<file path="src/design/cache_pkg.sv">
package cache_pkg;

    // address split: tag, set, byte offset from the top down
    localparam int WORD_W    = 32;
    localparam int TAG_W     = 6;
    localparam int SET_W     = 4;
    localparam int OFFSET_W  = 2;
    localparam int NUM_SETS  = 1 << SET_W;
    localparam int MEM_WORDS = 1 << (TAG_W + SET_W);

    typedef logic [WORD_W-1:0]   word_t;
    typedef logic [TAG_W-1:0]    tag_t;
    typedef logic [SET_W-1:0]    set_index_t;
    typedef logic [OFFSET_W-1:0] byte_offset_t;

    typedef logic [TAG_W+SET_W+OFFSET_W-1:0] byte_addr_t;
    typedef logic [TAG_W+SET_W-1:0]          mem_addr_t;   // word address, tag then set

    // field positions inside one way, valid/dirty/tag/word from the top down
    localparam int WORD_LSB  = 0;
    localparam int TAG_LSB   = WORD_LSB + WORD_W;
    localparam int DIRTY_POS = TAG_LSB + TAG_W;
    localparam int VALID_POS = DIRTY_POS + 1;
    localparam int WAY_W     = VALID_POS + 1;

    // way 0 sits at the bottom, way 1 above it, lru bit on top
    localparam int LRU_POS   = 2 * WAY_W;

    typedef logic [LRU_POS:0] set_entry_t;

endpackage

</file>
<file path="src/design/cache_response_stage.sv">
`timescale 1ns/100ps

module cache_response_stage (
    input  logic             clk,
    input  logic             rst_n,
    input  logic             s1_valid,
    input  cache_pkg::word_t load_data,
    input  logic             hit,
    input  logic             resp_ready,
    output logic             advance,
    output logic             resp_valid,
    output cache_pkg::word_t resp_data,
    output logic             resp_hit
);

    // slot is free when empty or being drained this cycle
    assign advance = s1_valid && (!resp_valid || resp_ready);

    always_ff @(posedge clk) begin
        if (!rst_n) begin
            resp_valid <= 1'b0;
        end else if (advance) begin
            resp_valid <= 1'b1;
        end else if (resp_ready) begin
            resp_valid <= 1'b0; // handshake with nothing behind it
        end
    end

    // held steady while the consumer stalls
    always_ff @(posedge clk) begin
        if (advance) begin
            resp_data <= load_data;
            resp_hit  <= hit;
        end
    end

endmodule

</file>
<file path="config.mk">
export PLATFORM = sky130hd
export DESIGN_NAME = cache_response_stage
export DESIGN_NICKNAME = d
export VERILOG_FILES = /design/src/design/cache_pkg.sv /design/src/design/cache_response_stage.sv
export SDC_FILE = /design/constraint.sdc
export NUM_CORES = 1
export LEC_CHECK = 0
export BUFFER_PORTS_ARGS = -buffer_cell sky130_fd_sc_hd__buf_2
export CORE_MARGIN = 2
export CORE_UTILIZATION = 42
export DETAILED_ROUTE_END_ITERATION = 12
export PLACE_DENSITY_LB_ADDON = 0.25
export SLEW_MARGIN = 20
export SYNTH_ARGS = -nofsm -noshare
export SYNTH_HDL_FRONTEND = slang
export SYNTH_SLANG_ARGS = --single-unit
</file>
<file path="constraint.sdc">
create_clock -name clk -period 3.49 [get_ports clk]
set_input_delay 0.349 -clock clk [delete_from_list [all_inputs] [get_ports clk]]
set_output_delay 0.349 -clock clk [all_outputs]
set_load 0.005 [all_outputs]
</file>
==> impl_metrics.tcl <==
set metrics [dict create \
    insertedDiodeCount 0 \
    min_period_ns 1.84 \
    worst-path-max-fanout 13 \
    cts.sinks 34 \
    critPathRequiredTime_ns 3.14 \
    syn_nets 74 \
    critPathKind "register to primary output" \
    crit_start "resp_valid$_SDFFE_PN0P_" \
    io_buffers 71 \
    avgViaCountPerCell 4.27 \
    yosysMostFrequentCell "edfxtp_1" \
    drtIter0Drc 9 \
    drc_errors 0 \
    ys_seq_area_share_pct 97.3 \
    cts_buffers 5 \
    grt_pass1_wl_um 2550 \
    ir_drop_mv 0.337 \
    fin_tns_setup_ns 0 \
    r2r_start "resp_valid$_SDFFE_PN0P_" \
    cts_hold_buf 0 \
    finalWeightedCongestion 0.693 \
    reg2regPathDepth 3 \
    die-area_um2 2890 \
    synthFlopType "edfxtp_1" \
    yosys_warnings 0 \
    arrival_ns 1.49 \
    stdcell_count 147 \
    clock_latency_ns 0.33 \
    syn_area_um2 1040 \
    synth_edf_count 33 \
    core_area_um2 2410 \
    grt-ovfl-total 0 \
    ys_types 5 \
    grt_max_degree 23 \
    first_global_vias 567 \
    leakagePower_uw 0.000654 \
    setup_viol 0 \
    slew_viol_final 0 \
    worst_pin_slew_ns 0.614 \
    cp-end-kind "primary output" \
    vias 628 \
    synth_top_area_share_pct 95.4 \
    finalNetCount 153 \
    cts_resized 0 \
    finClkSkew_ns 0.00795 \
    syn_to_final_growth_pct 43.6 \
    period_share_pct 52.7 \
    place_inst 139 \
    antenna_found_initial 0 \
    dieHeight_um 53.7 \
    dr.pass1.iters 3 \
    min_path_cells 1 \
    slowest_delay_ns 0.49 \
    htree_levels 2 \
    total_power_uw 733 \
    grt_setup_unrepaired "false" \
    grt_use_total_pct 13.7 \
    hold_start "load_data[31]" \
    die_w_um 53.7 \
    start_kind "register" \
    wire_per_inst_um 12.2 \
    fillers 188 \
    yosysTopAreaCell "edfxtp_1" \
    ioPinCount 72 \
    clk_path_buf_depth 2 \
    hold_viol 0 \
    slew_headroom_pct 58.9 \
    path_cells "nor2b_4 -> nor2b_2 -> buf_2" \
    initial_utilization_pct 43.1 \
    synth_cells 37 \
    rows 18 \
    status "completed" \
    syn_avg_cell_area_um2 28.1 \
    max_freq_mhz 544 \
    ant_nets 0 \
    async_flop_share_pct 0 \
    synth_common_cells "edfxtp_1 (33), dfxtp_1 (1), nor2b_1 (1), nor2b_4 (1), o21a_1 (1)" \
    clk_pin_slew_ns 0.10 \
    cts_tree "yes" \
    cts_setup_buffers 0 \
    critPathSlowestCell "nor2b_2" \
    drt_wl_total_um 1790 \
    ys_ff_latch 34 \
    drive_gt1_share_pct 68.4 \
    power.density_nw_per_um2 491 \
    maxCapViolCount 0 \
    cts-root-buf "clkbuf_4" \
    yosys-top-cells-area "edfxtp_1 (95%), dfxtp_1 (1.9%), nor2b_4 (1.3%)" \
    hp-class "input pin to register" \
]
-- metal layers --
layer / wire [um] / vias to the layer above / track usage (%)
met3: 233 / 3 / 9.17
met5: 0 / - / 0
met4: 21 / 0 / 6.41
met1: 579 / 281 / 13.6
li1: - / 303 / -
met2: 959 / 41 / 22.0
-- state kept, by name, summed over array words and instances (netlist names) --
| name | count |
|---|---|
| resp_data | 32 |
| resp_hit | 1 |
| resp_valid | 1 |
-- final cells by class --
| type | instances | area [um2] | share of cell area (%) |
|---|---|---|---|
| sequential | 34 | 1010 | 67.8 |
| multi-input combinational | 3 | 30.0 | 2.01 |
| clock inverter | 2 | 8.76 | 0.587 |
| timing repair buffer | 72 | 363 | 24.3 |
| clock buffer | 6 | 41.3 | 2.77 |
| tap | 30 | 37.5 | 2.52 |
-- final timing paths --
path,end,slack (ns)
worst max-delay path,advance,1.65
worst min-delay path,resp_data[31]$_DFFE_PP_,0.18
worst max register to register,resp_hit$_DFFE_PP_,1.83
worst min register to register,resp_valid$_SDFFE_PN0P_,0.64
-- worst max-delay path, delay by kind of cell, from the launching register on --
family	cells	cell delay (ns)
flops	1	0.32
simple gates	2	0.62
buf+inv	1	0.22
-- logic make-up (layout without fill, tap and decap cells) --
kind of cell / after synthesis / after routing / share of synthesized area [%]
buf+inv: 0 / 80 / 0
compound gates: 1 / 1 / 0.723
simple gates: 2 / 2 / 1.93
flops: 34 / 34 / 97.3
-- power by group --
group | switching (uW) | internal (uW) | total, uW | leakage (uW)
Clock | 119 | 75.5 | 195 | 0.0000297
Combinational | 26.3 | 31.2 | 57.5 | 0.000296
Sequential | 5.00 | 475 | 480 | 0.000328
Total | 151 | 582 | 733 | 0.000654
-- per-stage QoR --
stage | worst slack [ns] | util (%) | cell area (um2) | hold WS [ns]
floorplan | 1.09 | - | 1040 | 0.448
global placement | 1.82 | 59.8 | 1440 | 0.525
detailed placement | 1.76 | 59.8 | 1440 | 0.527
CTS | 1.62 | 61.9 | 1490 | 0.166
global route | 1.53 | 61.9 | 1490 | 0.161
finish | 1.65 | 61.9 | 1490 | 0.184
-- cells in the final DEF, fill, tap and decap left out, drive strengths merged --
cell type  Yosys  layout
clkinv         0       2
clkbuf         0       6
edfxtp        33      33
buf            0      72
nor2b          2       2
o21a           1       1
dfxtp          1       1
Power figures use the tool's default switching activity.
