**src/design/cache_pkg.sv**
```systemverilog
package cache_pkg;

    // address split: tag, set, byte offset from the top down
    localparam int WORD_W    = 32;
    localparam int TAG_W     = 6;
    localparam int SET_W     = 4;
    localparam int OFFSET_W  = 2;
    localparam int NUM_SETS  = 1 << SET_W;
    localparam int MEM_WORDS = 1 << (TAG_W + SET_W);

    typedef logic [WORD_W-1:0]   word_t;
    typedef logic [TAG_W-1:0]    tag_t;
    typedef logic [SET_W-1:0]    set_index_t;
    typedef logic [OFFSET_W-1:0] byte_offset_t;

    typedef logic [TAG_W+SET_W+OFFSET_W-1:0] byte_addr_t;
    typedef logic [TAG_W+SET_W-1:0]          mem_addr_t;   // word address, tag then set

    // field positions inside one way, valid/dirty/tag/word from the top down
    localparam int WORD_LSB  = 0;
    localparam int TAG_LSB   = WORD_LSB + WORD_W;
    localparam int DIRTY_POS = TAG_LSB + TAG_W;
    localparam int VALID_POS = DIRTY_POS + 1;
    localparam int WAY_W     = VALID_POS + 1;

    // way 0 sits at the bottom, way 1 above it, lru bit on top
    localparam int LRU_POS   = 2 * WAY_W;

    typedef logic [LRU_POS:0] set_entry_t;

endpackage

```
**src/design/cache_set_store.sv**
```systemverilog
`timescale 1ns/100ps

module cache_set_store (
    input  logic                  clk,
    input  logic                  rst_n,
    input  cache_pkg::set_index_t rd_index,
    input  logic                  wr_en,
    input  cache_pkg::set_index_t wr_index,
    input  cache_pkg::set_entry_t wr_entry,
    output cache_pkg::set_entry_t rd_entry
);
    import cache_pkg::*;

    set_entry_t entries [NUM_SETS];

    // walks the lower half of the sets, the upper half is cleared alongside
    logic [SET_W-2:0] clear_cnt;

    // two entries per reset cycle, so the whole array is clean after
    // NUM_SETS/2 cycles whatever value the counter wakes up with
    always_ff @(posedge clk) begin
        if (!rst_n) begin
            clear_cnt <= clear_cnt + 1'b1;
        end
    end

    always_ff @(posedge clk) begin
        if (!rst_n) begin
            entries[{1'b0, clear_cnt}] <= '0;
            entries[{1'b1, clear_cnt}] <= '0;
        end else if (wr_en) begin
            entries[wr_index] <= wr_entry; // commit from the response stage
        end
    end

    // synchronous read, data shows up the cycle after the index
    always_ff @(posedge clk) begin
        rd_entry <= entries[rd_index];
    end

endmodule

```
**config.mk**
```make
export PLATFORM = sky130hd
export DESIGN_NAME = cache_set_store
export DESIGN_NICKNAME = d
export VERILOG_FILES = /design/src/design/cache_pkg.sv /design/src/design/cache_set_store.sv
export SDC_FILE = /design/constraint.sdc
export NUM_CORES = 2
export LEC_CHECK = 0
export BUFFER_PORTS_ARGS = -buffer_cell sky130_fd_sc_hd__buf_2
export CAP_MARGIN = 10
export CORE_MARGIN = 2
export CORE_UTILIZATION = 27
export DETAILED_ROUTE_END_ITERATION = 12
export PLACE_DENSITY_LB_ADDON = 0.1
export SETUP_SLACK_MARGIN = 0.02
export SLEW_MARGIN = 20
export SYNTH_ARGS = -nofsm -noshare
export SYNTH_HDL_FRONTEND = slang
export SYNTH_SLANG_ARGS = --single-unit
```
**constraint.sdc**
```tcl
create_clock -name clk -period 5.04 [get_ports clk]
set_input_delay 0.252 -clock clk [delete_from_list [all_inputs] [get_ports clk]]
set_output_delay 0.252 -clock clk [all_outputs]
set_load 0.02 [all_outputs]
```
==> impl_summary.txt <==
----------------------------------------------------
[Worst setup path]
  Critical path type ... primary input to flip-flop
  Critical Path Start Type ... primary input
  Origin of the critical flop-to-flop path ... clear_cnt[0]
  Arrival time of the worst setup path ... 3320 ps
  Worst R2R Path Depth ... 5
  Critical path required time ... 5750 ps
  Worst flop-to-flop path endpoint ... entries[10][60]
  Setup crit end kind ... flip-flop
  Critical path peak fanout ... 131
  Internal reg-to-reg setup slack ... 2590 ps

[Synthesis]
  Most used flip-flop cell after synthesis ... sky130_fd_sc_hd__dfxtp_1
  Synth warn ... 0
  Largest area contributor in the synthesized netlist ... sky130_fd_sc_hd__edfxtp_1
  Top cells by area in the synthesized netlist ... sky130_fd_sc_hd__edfxtp_1, sky130_fd_sc_hd__dfxtp_1, sky130_fd_sc_hd__mux4_2, sky130_fd_sc_hd__o41ai_1, sky130_fd_sc_hd__nand4_1
  Flop and latch count out of synthesis ... 1380
  Syn_nets ... 4910
  Per-instance average area after synthesis ... 12.52 um2
  Share of cell area taken by muxes after synthesis ... 0.1216
  Mapped Area ... 60250 um2
  Share of the synthesized area in compound gates (AO/OA/AOI/OAI) ... 0.1686
  Number of enable flip-flop cells after synthesis ... 651
  Simple-gate portion of the synthesized area ... 0.08414
  Largest family of logic cells by synthesized area ... compound AO/OA/AOI/OAI gates
  Adder and majority cell fraction of the synthesized area ... 0.001246
  Fraction of registers with async set or reset after synthesis ... 0
  Sequential area share after synthesis ... 0.5666
  Area fraction of the dominant cell type after synthesis ... 0.3244
  Count of unique library cells instantiated by Yosys ... 29
  Xor and xnor area share after synthesis ... 0
  Post-synthesis instance total ... 4812

[Global routing]
  Largest net degree at the start of global routing ... 189
  Grt ovf ... 0
  Total global-route track usage ... 0.2047
  Number of antenna violations at the first check in global routing ... 16
  First-pass GRT wire length ... 348.7 mm
  Vias in the first global route ... 45766

[Placed design]
  Number of cells after detailed placement ... 7300
  Number of I/O port buffers ... 172
  Pre-CTS WS ... 1774 ps
  GPL Wtd Cong ... 0.6965
  HPWL reported at the end of detailed placement ... 118.6 mm

[STA]
  Shortest clock period the worst path allows after layout ... 2604 ps
  Final number of hold-violating endpoints ... 0
  Crit path setup slack, layout ... 2436 ps
  Relative max-transition margin ... 0.1385
  RSZ-0062 raised after global routing ... false
  Maximum clock rate ... 384.0 MHz
  Hold Worst Slack ... 186.1 ps
  Largest clock skew in the final design ... 32.74 ps
  Number of max-slew violations in the final report ... 0
  Worst-margin pin slew ... 1292 ps
  Final worst-path cycle share ... 0.5167
  Number of setup violations in the final report ... 0

[Pwr]
  Largest vdd supply drop ... 0.3235 mV
  Net Sw Frac ... 0.2680
  Switching power ... 7.259 mW
  Total power ... 27.09 mW
  Combinational power share ... 0.098
  Power per cell area ... 390.5 nW/um2
  Sequential fraction of design power ... 0.455
  Cell internal power dissipation ... 19.83 mW
  Reported leakage power ... 21.79 nW
  Power share of the clock group ... 0.448

[Drt]
  Detailed-routing iteration count for the pre-antenna-repair pass ... 5
  Remaining number of nets flagged by the antenna check after routing ... 0
  Final wirelength ... 241.5 mm
  Remaining design rule violation count ... 0
  Initial DRC count ... 4240
  Via count ... 45615
  Routed length per instance ... 31.38 um
  Via density ... 5.926

[Clock tree]
  Resized cells post-CTS ... 0
  Clk Tree Root Cell ... sky130_fd_sc_hd__clkbuf_16
  Worst-skew pair later-pin latency ... 820 ps
  Count of clock tree sinks ... 1380
  Clock tree from TritonCTS ... built
  Inserted Clock Buffers ... 168
  H-tree level count ... 4
  Clock transition time at the flip-flop clock pins of the worst setup and hold paths ... 60 ps
  Clock buffer depth ... 3

[Hold path]
  Worst Hold Class ... primary input to flip-flop
  Endpoint of the worst hold-timing path ... rd_entry[64]
  Number of stages on the worst hold path ... 4
  Startpoint of the tightest hold check path ... rd_index[2]

[Floorplan]
  Starting Density ... 0.2713
  Height of the die ... 476.4 um
  Standard-cell row count ... 173
  Total die area ... 227000 um2
  Die boundary width ... 476.4 um
  Core footprint ... 222100 um2
  Top Ports ... 173

[Outcome]
  Outcome ... complete, no violations

[Finish]
  Final net count ... 4674
  Most common library cell in the layout ignoring fill and taps ... sky130_fd_sc_hd__dfxtp_1
  Layout overhead on the synthesized area ... 15.15%
  Layout cell share with drive strength beyond 1 ... 0.1912
  Layout fillers ... 22281
  Post-route non-filler standard cell count ... 7697
  Commonest cells after routing, fill and taps aside ... sky130_fd_sc_hd__dfxtp_1, sky130_fd_sc_hd__edfxtp_1, sky130_fd_sc_hd__a21oi_1
  Diode insertion count for antenna repair ... 0

[Run]
  Max cap viols ... 0

----------------------------------------------------
-- worst max-delay path: stages --
cell and delay, ps:
sky130_fd_sc_hd__buf_4 600, sky130_fd_sc_hd__and2_4 310, sky130_fd_sc_hd__buf_12 360, sky130_fd_sc_hd__buf_4 960
sky130_fd_sc_hd__nand4_1 170, sky130_fd_sc_hd__a21oi_1 200
-- synth_stat cells, types with 6 or more instances --
cell type and instances:
sky130_fd_sc_hd__ha_1 6, sky130_fd_sc_hd__nor2b_1 9, sky130_fd_sc_hd__nand4_1 648, sky130_fd_sc_hd__dfxtp_1 729, sky130_fd_sc_hd__buf_2 227, sky130_fd_sc_hd__edfxtp_1 651, sky130_fd_sc_hd__nor2_1 10, sky130_fd_sc_hd__nand2_1 84
sky130_fd_sc_hd__o41ai_1 648, sky130_fd_sc_hd__buf_1 23, sky130_fd_sc_hd__a22oi_1 162, sky130_fd_sc_hd__buf_6 24, sky130_fd_sc_hd__buf_4 13, sky130_fd_sc_hd__and2_1 9, sky130_fd_sc_hd__inv_1 6, sky130_fd_sc_hd__a21oi_1 649
sky130_fd_sc_hd__clkbuf_1 496, sky130_fd_sc_hd__and3_1 81, sky130_fd_sc_hd__mux4_2 324
-- registers in the layout (all words and copies together), names as in the netlist --
signal,count
clear_cnt,3
entries,1296
rd_entry,81
-- timing repair --
| item | in CTS | in global routing |
|---|---|---|
| setup buffers | 0 | 0 |
| endpoints found under the hold margin | 648 | 0 |
| endpoints found under the setup margin | 0 | 0 |
| hold buffers | 81 | 0 |
-- power by group through the flow --
| stage | clock network (mW) | registers, mW | logic (mW) |
|---|---|---|---|
| after CTS | 12.5 | 12.3 | 2.66 |
| after floorplan | 0 | 12.6 | 1.46 |
| after global routing | 12.9 | 12.4 | 2.77 |
| after global placement | 0 | 12.6 | 2.60 |
| final | 12.1 | 12.3 | 2.64 |
| after detailed placement | 0 | 12.6 | 2.60 |
-- worst max-delay path by stage --
stage	from	end	slack, ps	depth (start not counted)
2_1_floorplan	rst_n	entries[2][0]	-20	6
3_3_place_gp	rst_n	entries[10][24]	1800	6
3_5_place_dp	rst_n	entries[8][23]	1770	6
4_1_cts	clear_cnt[0]	entries[10][40]	2590	5
5_1_grt	rst_n	entries[13][26]	2420	6
6_report	rst_n	entries[9][26]	2440	6
-- per-stage QoR --
| step | setup TNS (ps) | cell area, um2 | util |
|---|---|---|---|
| 6_report | 0 | 69380 | 0.3124 |
| 5_1_grt | 0 | 69380 | 0.3124 |
| 4_1_cts | 0 | 69380 | 0.3124 |
| 3_5_place_dp | 0 | 63150 | 0.2843 |
| 3_3_place_gp | 0 | 63150 | 0.2843 |
| 2_1_floorplan | -6819 | 60250 | - |
-- cell families (layout without fill, tap and decap cells) --
| group | count (synthesis) | in the layout |
|---|---|---|
| AOI/OAI and AO/OA | 1462 | 1462 |
| DFF | 1380 | 1380 |
| and+or+nand+nor | 847 | 847 |
| buffers and inverters | 790 | 700 |
| muxes | 327 | 327 |
| adders and majority gates | 6 | 6 |
-- per-layer routing --
| metal | vias to the layer above | wire length, um | global-route usage |
|---|---|---|---|
| li1 | 19500 | - | - |
| met1 | 24302 | 109500 | 0.2864 |
| met2 | 1499 | 115500 | 0.3332 |
| met3 | 304 | 11950 | 0.03042 |
| met4 | 10 | 4527 | 0.04599 |
| met5 | - | 55 | 0 |
-- layout make-up --
class	count	area (um2)	share of cell area
Clock buffer	233	4652	0.06705
Clock inverter	83	774.5	0.01116
Inverter	7	41.29	0.0005951
Multi-Input combinational cell	2642	22810	0.3288
Sequential cell	1380	34140	0.4921
Tap cell	2975	3722	0.05365
Timing Repair Buffer	377	3238	0.04667
Note: power is estimated with default switching activity, not from simulation.
