File: src/design/cache_pkg.sv
package cache_pkg;

    // address split: tag, set, byte offset from the top down
    localparam int WORD_W    = 32;
    localparam int TAG_W     = 6;
    localparam int SET_W     = 4;
    localparam int OFFSET_W  = 2;
    localparam int NUM_SETS  = 1 << SET_W;
    localparam int MEM_WORDS = 1 << (TAG_W + SET_W);

    typedef logic [WORD_W-1:0]   word_t;
    typedef logic [TAG_W-1:0]    tag_t;
    typedef logic [SET_W-1:0]    set_index_t;
    typedef logic [OFFSET_W-1:0] byte_offset_t;

    typedef logic [TAG_W+SET_W+OFFSET_W-1:0] byte_addr_t;
    typedef logic [TAG_W+SET_W-1:0]          mem_addr_t;   // word address, tag then set

    // field positions inside one way, valid/dirty/tag/word from the top down
    localparam int WORD_LSB  = 0;
    localparam int TAG_LSB   = WORD_LSB + WORD_W;
    localparam int DIRTY_POS = TAG_LSB + TAG_W;
    localparam int VALID_POS = DIRTY_POS + 1;
    localparam int WAY_W     = VALID_POS + 1;

    // way 0 sits at the bottom, way 1 above it, lru bit on top
    localparam int LRU_POS   = 2 * WAY_W;

    typedef logic [LRU_POS:0] set_entry_t;

endpackage

File: src/design/cache_request_stage.sv
`timescale 1ns/100ps

module cache_request_stage (
    input  logic                    clk,
    input  logic                    rst_n,
    input  logic                    req_valid,
    input  logic                    req_write,
    input  logic                    req_byte,
    input  cache_pkg::byte_addr_t   req_addr,
    input  cache_pkg::word_t        req_wdata,
    input  logic                    advance,
    output logic                    req_ready,
    output cache_pkg::set_index_t   set_rd_index,
    output cache_pkg::mem_addr_t    mem_rd_addr,
    output logic                    s1_valid,
    output logic                    s1_write,
    output logic                    s1_byte,
    output cache_pkg::tag_t         s1_tag,
    output cache_pkg::set_index_t   s1_set,
    output cache_pkg::byte_offset_t s1_offset,
    output cache_pkg::word_t        s1_wdata
);
    import cache_pkg::*;

    tag_t         req_tag;
    set_index_t   req_set;
    byte_offset_t req_offset;
    logic         s1_free;
    logic         same_set_stall;
    logic         accept;

    assign {req_tag, req_set, req_offset} = req_addr;

    assign s1_free = !s1_valid || advance;

    // the line in stage one may still be rewritten, so a request to the
    // same set waits one cycle and reads the committed copy
    assign same_set_stall = s1_valid && (req_set == s1_set);

    assign req_ready = s1_free && !same_set_stall;
    assign accept    = req_valid && req_ready;

    // while stage one holds, keep re-reading its own line so the
    // registered read data stays with it
    assign set_rd_index = accept ? req_set : s1_set;
    assign mem_rd_addr  = accept ? {req_tag, req_set} : {s1_tag, s1_set};

    always_ff @(posedge clk) begin
        if (!rst_n) begin
            s1_valid <= 1'b0;
        end else if (s1_free) begin
            s1_valid <= accept;
        end
    end

    always_ff @(posedge clk) begin
        if (accept) begin
            s1_write  <= req_write;
            s1_byte   <= req_byte;
            s1_tag    <= req_tag;
            s1_set    <= req_set;
            s1_offset <= req_offset;
            s1_wdata  <= req_wdata;
        end
    end

endmodule

File: config.mk
export PLATFORM = sky130hd
export DESIGN_NAME = cache_request_stage
export DESIGN_NICKNAME = d
export VERILOG_FILES = /design/src/design/cache_pkg.sv /design/src/design/cache_request_stage.sv
export SDC_FILE = /design/constraint.sdc
export NUM_CORES = 1
export LEC_CHECK = 0
export ABC_CLOCK_PERIOD_IN_PS = 2000
export BUFFER_PORTS_ARGS = -buffer_cell sky130_fd_sc_hd__buf_2
export CAP_MARGIN = 20
export CORE_MARGIN = 10
export CORE_UTILIZATION = 36
export CTS_CLUSTER_SIZE = 20
export DETAILED_ROUTE_END_ITERATION = 8
export HOLD_SLACK_MARGIN = 0.15
export PLACE_DENSITY = 0.76
export SYNTH_ARGS = -nofsm -noshare
export SYNTH_HDL_FRONTEND = slang
export SYNTH_SLANG_ARGS = --single-unit
File: constraint.sdc
create_clock -name clk -period 2 [get_ports clk]
set_input_delay 0.3 -clock clk [delete_from_list [all_inputs] [get_ports clk]]
set_output_delay 0.3 -clock clk [all_outputs]
set_load 0.005 [all_outputs]
==> results of run 1 <==
## routing by layer
| layer | track usage, % | up-vias |
|---|---|---|
| li1 | - | 511 |
| met1 | 11.9 | 501 |
| met2 | 15.1 | 85 |
| met3 | 6.65 | 2 |
| met4 | 2.65 | 0 |
| met5 | 0 | - |
## synthesized netlist by cell type
master	number	area, um2
dfxtp_1	5	100
edfxtp_1	42	1260
buf_4	4	30.0
mux2_2	10	113
nand2_1	3	11.3
nand2b_4	1	13.8
o21bai_4	1	18.8
nand3_1	1	5.00
inv_1	1	3.75
nor2b_4	1	13.8
o21ai_0	1	5.00
xnor2_1	4	35.0
nor2_1	2	7.51
## final cells by class
type                            count  area (um2)  area share (%)
Timing Repair Buffer              114         628            25.7
Clock inverter                      3        20.0           0.821
Inverter                            1        7.51           0.308
Sequential cell                    47        1370            56.1
Multi-Input combinational cell     24         283            11.6
Tap cell                           52        65.1            2.67
Clock buffer                        5        68.8            2.82
## repair_timing
action                     in CTS  in global routing
setup buffers                   1                  1
pin swaps                       2                  3
hold buffers                    0                  0
setup endpoints to repair       6                  6
resized for setup               3                 20
## worst min-delay path by stage
stage               slack, ns  cells past startpoint                      to          start
detailed placement       0.48                      1   s1_wdata[6]$_DFFE_PP_   req_wdata[6]
CTS                      0.17                      1   s1_wdata[6]$_DFFE_PP_   req_wdata[6]
finish                   0.18                      1  s1_offset[1]$_DFFE_PP_    req_addr[1]
floorplan                0.40                      0       s1_byte$_DFFE_PP_       req_byte
global route             0.16                      1  s1_wdata[28]$_DFFE_PP_  req_wdata[28]
global placement         0.48                      1   s1_wdata[1]$_DFFE_PP_   req_wdata[1]
## flip-flops by register name (all words and copies together), names as in the netlist
name and flops:
s1_wdata 32, s1_write 1, s1_byte 1, s1_valid 1, s1_set 4, s1_tag 6
s1_offset 2
## power groups by stage
stage,Combinational (W),Clock [W],Sequential (W)
2_1_floorplan,0.000103,0,0.00121
3_3_place_gp,0.000275,0,0.00120
3_5_place_dp,0.000281,0,0.00120
4_1_cts,0.000285,0.000571,0.00118
5_1_grt,0.000354,0.000597,0.00119
6_report,0.000325,0.000546,0.00118
## kinds of logic (layout without fill, tap and decap cells)
| family | count (synthesis) | after routing | share of synthesized area (%) |
|---|---|---|---|
| XOR/XNOR | 4 | 4 | 2.17 |
| buffers and inverters | 5 | 123 | 2.09 |
| multiplexers | 10 | 10 | 6.96 |
| AND/OR/NAND/NOR | 8 | 8 | 3.17 |
| AO/OA/AOI/OAI | 2 | 2 | 1.47 |
| flip-flops | 47 | 47 | 84.1 |
## stage by stage
step | total power (W) | hold slack (ns)
after floorplan | 0.00131 | 0.399
after global placement | 0.00147 | 0.476
after detailed placement | 0.00148 | 0.478
after CTS | 0.00204 | 0.167
after global routing | 0.00215 | 0.163
final | 0.00206 | 0.176
## worst reg2reg max path, cell delays in order (launching register included)
cell,delay [ns]
dfxtp_2,0.35
xnor2_2,0.15
nand3_2,0.13
o21bai_4,0.32
clkinvlp_4,0.18
buf_12,0.20
==> results.yml, run 1 <==
outcome:
  outcome: "complete, but fails checks"
  violations: "negative setup slack"
power_and_ir_drop:
  switchingPower_w: 0.000476
  p_int_w: 0.00158
  peakVddDrop_mv: 0.349
  p_leak_nw: 1.08
  power.density_nw_per_um2: 842
  pwr-share-seq_pct: 57.6
  switching_share_pct: 23.2
  p_comb_share_pct: 15.8
  p_clk_share_pct: 26.6
sta:
  drv_slew: 0
  grt_setup_unrepaired: "yes"
  setup_viol: 2
  fin_worst_skew_ns: 0.00692
  finalHoldViolations: 0
  fin_crit_sh_pct: 100
  finalSetupTns_ns: -0.00491
  relSlewSlack_pct: 77.0
  fin_crit_ns: 2.00
  clock.fmax_mhz: 499
  tightest_slew_ns: 0.344
  setup_ws_ns: -0.00336
die:
  rows: 24
  initial_utilization_pct: 37.2
  die_w_um: 87.0
  io_pins: 112
  fp.dieH_um: 87.0
  die_area_um2: 7580
  coreArea_um2: 4350
place:
  placed_cells: 236
  dpl_worst_slack_ns: 0.227
  gp_congestion: 0.671
  portBuffers: 111
  dp_hpwl_mm: 3.46
  place_area_um2: 2230
layout:
  fill_cells: 341
  final_cell_mix: "buf_2, edfxtp_1, mux2_4, buf_6"
  syn_to_final_growth_pct: 50.8
  drive_gt1_share_pct: 75.8
  mostFrequentLayoutCell: "buf_2"
  antenna_cells: 0
  nets: 243
  final_area_um2: 2440
  final_cells: 246
  final_core_util_pct: 56.0
clocking:
  cts-root-buf: "clkbuf_8"
  cts_tree: "built"
  clk_latency_ns: 0.29
  cts_sinks: 47
  numCtsBuffers: 5
  htreeDepth: 2
  path_clk_slew_ns: 0.09
  cts_buffer_depth: 2
route:
  top_layer_used: "met4"
  firstDrtPassIters: 4
  drc: 0
  drtAntennaViolNets: 0
  wl_met3_um: 720
  wl_met1_mm: 1.73
  detail_route.wirelength_mm: 4.37
  vias: 1099
  routedWlPerCell_um: 17.8
  wl_met2_mm: 1.91
  viasPerCell: 4.47
  first_iter_violations: 19
critical_path:
  cp-endpoint: "mem_rd_addr[8]"
  cp_top_family: "flip-flops"
  path_buf_inv: 1
  worstSetupPathType: "reg -> out"
  crit_path_max_fanout: 7
  critPathSlowestCell: "dfxtp_2"
  r2r_start: "s1_set[3]$_DFF_P_"
  worst-r2r-setup-slack_ns: 0.38
  r2r_cells: 5
  slowest_delay_ns: 0.35
  worstPathRequired_ns: 1.70
  cp-start-kind: "flip-flop"
  cp_num_cells: 5
  worstPathArrival_ns: 1.70
  cp-end-kind: "output port"
  path_cells: "xnor2_2, nand3_2, o21bai_4, mux2_4, buf_6"
  startpoint: "s1_set[3]$_DFF_P_"
  timing.rr.end: "s1_wdata[8]$_DFFE_PP_"
synth:
  ys_warn_count: 0
  synth-seq-cells: 47
  yosysSeqAreaShare_pct: 84.1
  netlist_area_um2: 1620
  postSynthCellCount: 76
  avgSynthCellArea_um2: 21.3
  synth.distinct_cells: 13
  syn_nets: 126
global_routing:
  grt_first_pass_wirelength_mm: 6.00
  grt_overflow: 0
  grt_max_degree: 43
  grt_antenna_before_repair: 0
  grt_usage_pct: 10.2
  grt_pass1_vias: 1206
run:
  cap_viol_max_count: 0
hold_path:
  hold_path_class: "in -> reg"
No activity file was read; power rests on OpenSTA's default activity.
==> inputs of run 2 (changes only) <==
--- a/config.mk
+++ b/config.mk
@@ -9,11 +9,12 @@
 export BUFFER_PORTS_ARGS = -buffer_cell sky130_fd_sc_hd__buf_2
 export CAP_MARGIN = 20
 export CORE_MARGIN = 10
-export CORE_UTILIZATION = 36
+export CORE_UTILIZATION = 38
+export CTS_BUF_LIST = sky130_fd_sc_hd__clkbuf_2
 export CTS_CLUSTER_SIZE = 20
 export DETAILED_ROUTE_END_ITERATION = 8
 export HOLD_SLACK_MARGIN = 0.15
-export PLACE_DENSITY = 0.76
+export PLACE_DENSITY = 0.8
 export SYNTH_ARGS = -nofsm -noshare
 export SYNTH_HDL_FRONTEND = slang
 export SYNTH_SLANG_ARGS = --single-unit
==> run 2 against run 1 <==
Effect of this change: clock skew is essentially flat; maximum frequency decreased by 5.5%; the flow still finishes with violations (negative setup slack); cell count grew 20%; die area fell by 4.1%; worst setup slack lost 0.12 ns; largest cell class unchanged; clock-buffer cell count stayed put; via count rose by 17%; sequential power about the same; routed wire length up 16%; register-to-register slack got worse by 0.16 ns; final area increased by 21%; clock power decreased by 7.9%.
==> results.yml, run 2 (synthesis results as in run 1) <==
route:
  drtAntennaViolNets: 0
  firstDrtPassIters: 3
  viasPerCell: 4.33
  first_iter_violations: 67
  routedWlPerCell_um: 17.2
  drc: 0
  vias: 1283
  detail_route.wirelength_mm: 5.08
critical_path:
  worstSetupPathType: "reg -> out"
  path_buf_inv: 2
  critPathSlowestCell: "dfxtp_4"
  cp-end-kind: "output port"
  crit_path_frequent_cell: "buf_6"
  cp_top_family: "flip-flops"
  cp-start-kind: "flip-flop"
  worstPathRequired_ns: 1.70
  worstPathArrival_ns: 1.82
  slowest_delay_ns: 0.41
  path_cells: "xnor2_2, nand3_2, o21bai_4, buf_6, mux2_4, buf_6"
  crit_path_max_fanout: 3
clocking:
  cts_buffer_depth: 2
  cts_sinks: 47
  htreeDepth: 2
  cts-root-buf: "clkbuf_2"
  cts_tree: "built"
  clk_latency_ns: 0.40
  path_clk_slew_ns: 0.22
  numCtsBuffers: 5
die:
  rows: 23
  coreArea_um2: 4060
  initial_utilization_pct: 39.9
  fp.dieH_um: 85.3
  die_w_um: 85.3
  io_pins: 112
  die_area_um2: 7270
sta:
  finalHoldViolations: 0
  relSlewSlack_pct: 85.0
  hold_ws_ns: 0.211
  tightest_slew_ns: 0.226
  fin_worst_skew_ns: 0.00736
  finalSetupTns_ns: -0.634
  clock.fmax_mhz: 472
  setup_viol: 6
  grt_setup_unrepaired: "yes"
  setup_ws_ns: -0.120
  drv_slew: 0
  fin_crit_sh_pct: 106
  fin_crit_ns: 2.12
global_routing:
  grt_usage_pct: 13.1
  grt_antenna_before_repair: 0
  grt_pass1_vias: 1494
  grt_max_degree: 38
  use_met1_pct: 13.8
  grtUsageMet3_pct: 7.65
  grt_first_pass_wirelength_mm: 7.56
  grt_use_met2_pct: 21.5
  top_usage_layer: "met2"
  grt_overflow: 0
hold_path:
  hold_path_class: "in -> reg"
power_and_ir_drop:
  peakVddDrop_mv: 0.471
  power.density_nw_per_um2: 714
  p_leak_nw: 1.31
layout:
  syn_to_final_growth_pct: 82.2
  regArea_um2: 1370
  mostFrequentLayoutCell: "buf_2"
  multi_input_area_um2: 280
  final_cells: 296
  final_cell_mix: "buf_2, dlygate4sd3_1, edfxtp_1, mux2_4, buf_6"
  final_core_util_pct: 72.6
  largest_reg_flops: 32
  nets: 295
  drive_gt1_share_pct: 60.6
  reg_top3: "s1_wdata (32), s1_tag (6), s1_set (4)"
  fill_cells: 255
  regMostFlops: "s1_wdata"
  antenna_cells: 0
place:
  dp_hpwl_mm: 3.44
  portBuffers: 111
  gp_congestion: 0.657
  placed_cells: 234
outcome:
  outcome: "complete, but fails checks"
  violations: "negative setup slack"
run:
  cap_viol_max_count: 0
[run 2: cell types whose count changed in the layout (fill, tap and decap cells not counted), sizes merged]
cell / previous run / this run
clkinvlp: 3 / 1
clkinv: 1 / 2
dlygate4sd3: 0 / 48
bufinv: 0 / 1
buf: 114 / 118
[run 2: metrics by stage]
step	cell area, um2	total power [W]	worst slack [ns]
floorplan	1620	0.00131	0.117
global route	2950	0.00221	-0.240
global placement	2230	0.00147	0.202
finish	2950	0.00211	-0.120
detailed placement	2230	0.00148	0.163
CTS	2890	0.00211	-0.153
[run 2: worst paths after layout]
path	startpoint	end	slack (ns)	depth (start not counted)
max	s1_set[3]$_DFF_P_	mem_rd_addr[7]	-0.12	6
min reg2reg	s1_set[1]$_DFF_P_	s1_set[1]$_DFF_P_	0.57	1
min	req_addr[5]	s1_set[3]$_DFF_P_	0.21	2
max reg2reg	s1_valid$_SDFFE_PN0P_	s1_valid$_SDFFE_PN0P_	0.22	5
[run 2: timing repair]
action                                  CTS  global route
gates resized for setup                  17             9
setup buffers                             5             1
hold buffers                             46             2
pin swaps                                 2             3
endpoints found under the setup margin    6             8
hold endpoints to repair                 44             2
[run 2: routing by layer]
| metal | vias up | part of all wire [%] |
|---|---|---|
| met3 | 4 | 12 |
| met5 | - | 0 |
| met4 | 0 | 0.61 |
| met2 | 86 | 46 |
| li1 | 621 | - |
| met1 | 572 | 41 |
[run 2: final cells by class]
cell class / instances / area share, %
clock buffers: 5 / 0.849
clock inverters: 3 / 1.49
repair buffers: 166 / 39.3
multi-input cells: 24 / 9.51
flip-flops and latches: 47 / 46.5
well taps: 50 / 2.12
inverters: 1 / 0.255
[run 2: power by group]
| part | switching, W | internal, W |
|---|---|---|
| sequential | 0.0000294 | 0.00115 |
| clock | 0.000291 | 0.000212 |
| combinational | 0.000163 | 0.000256 |
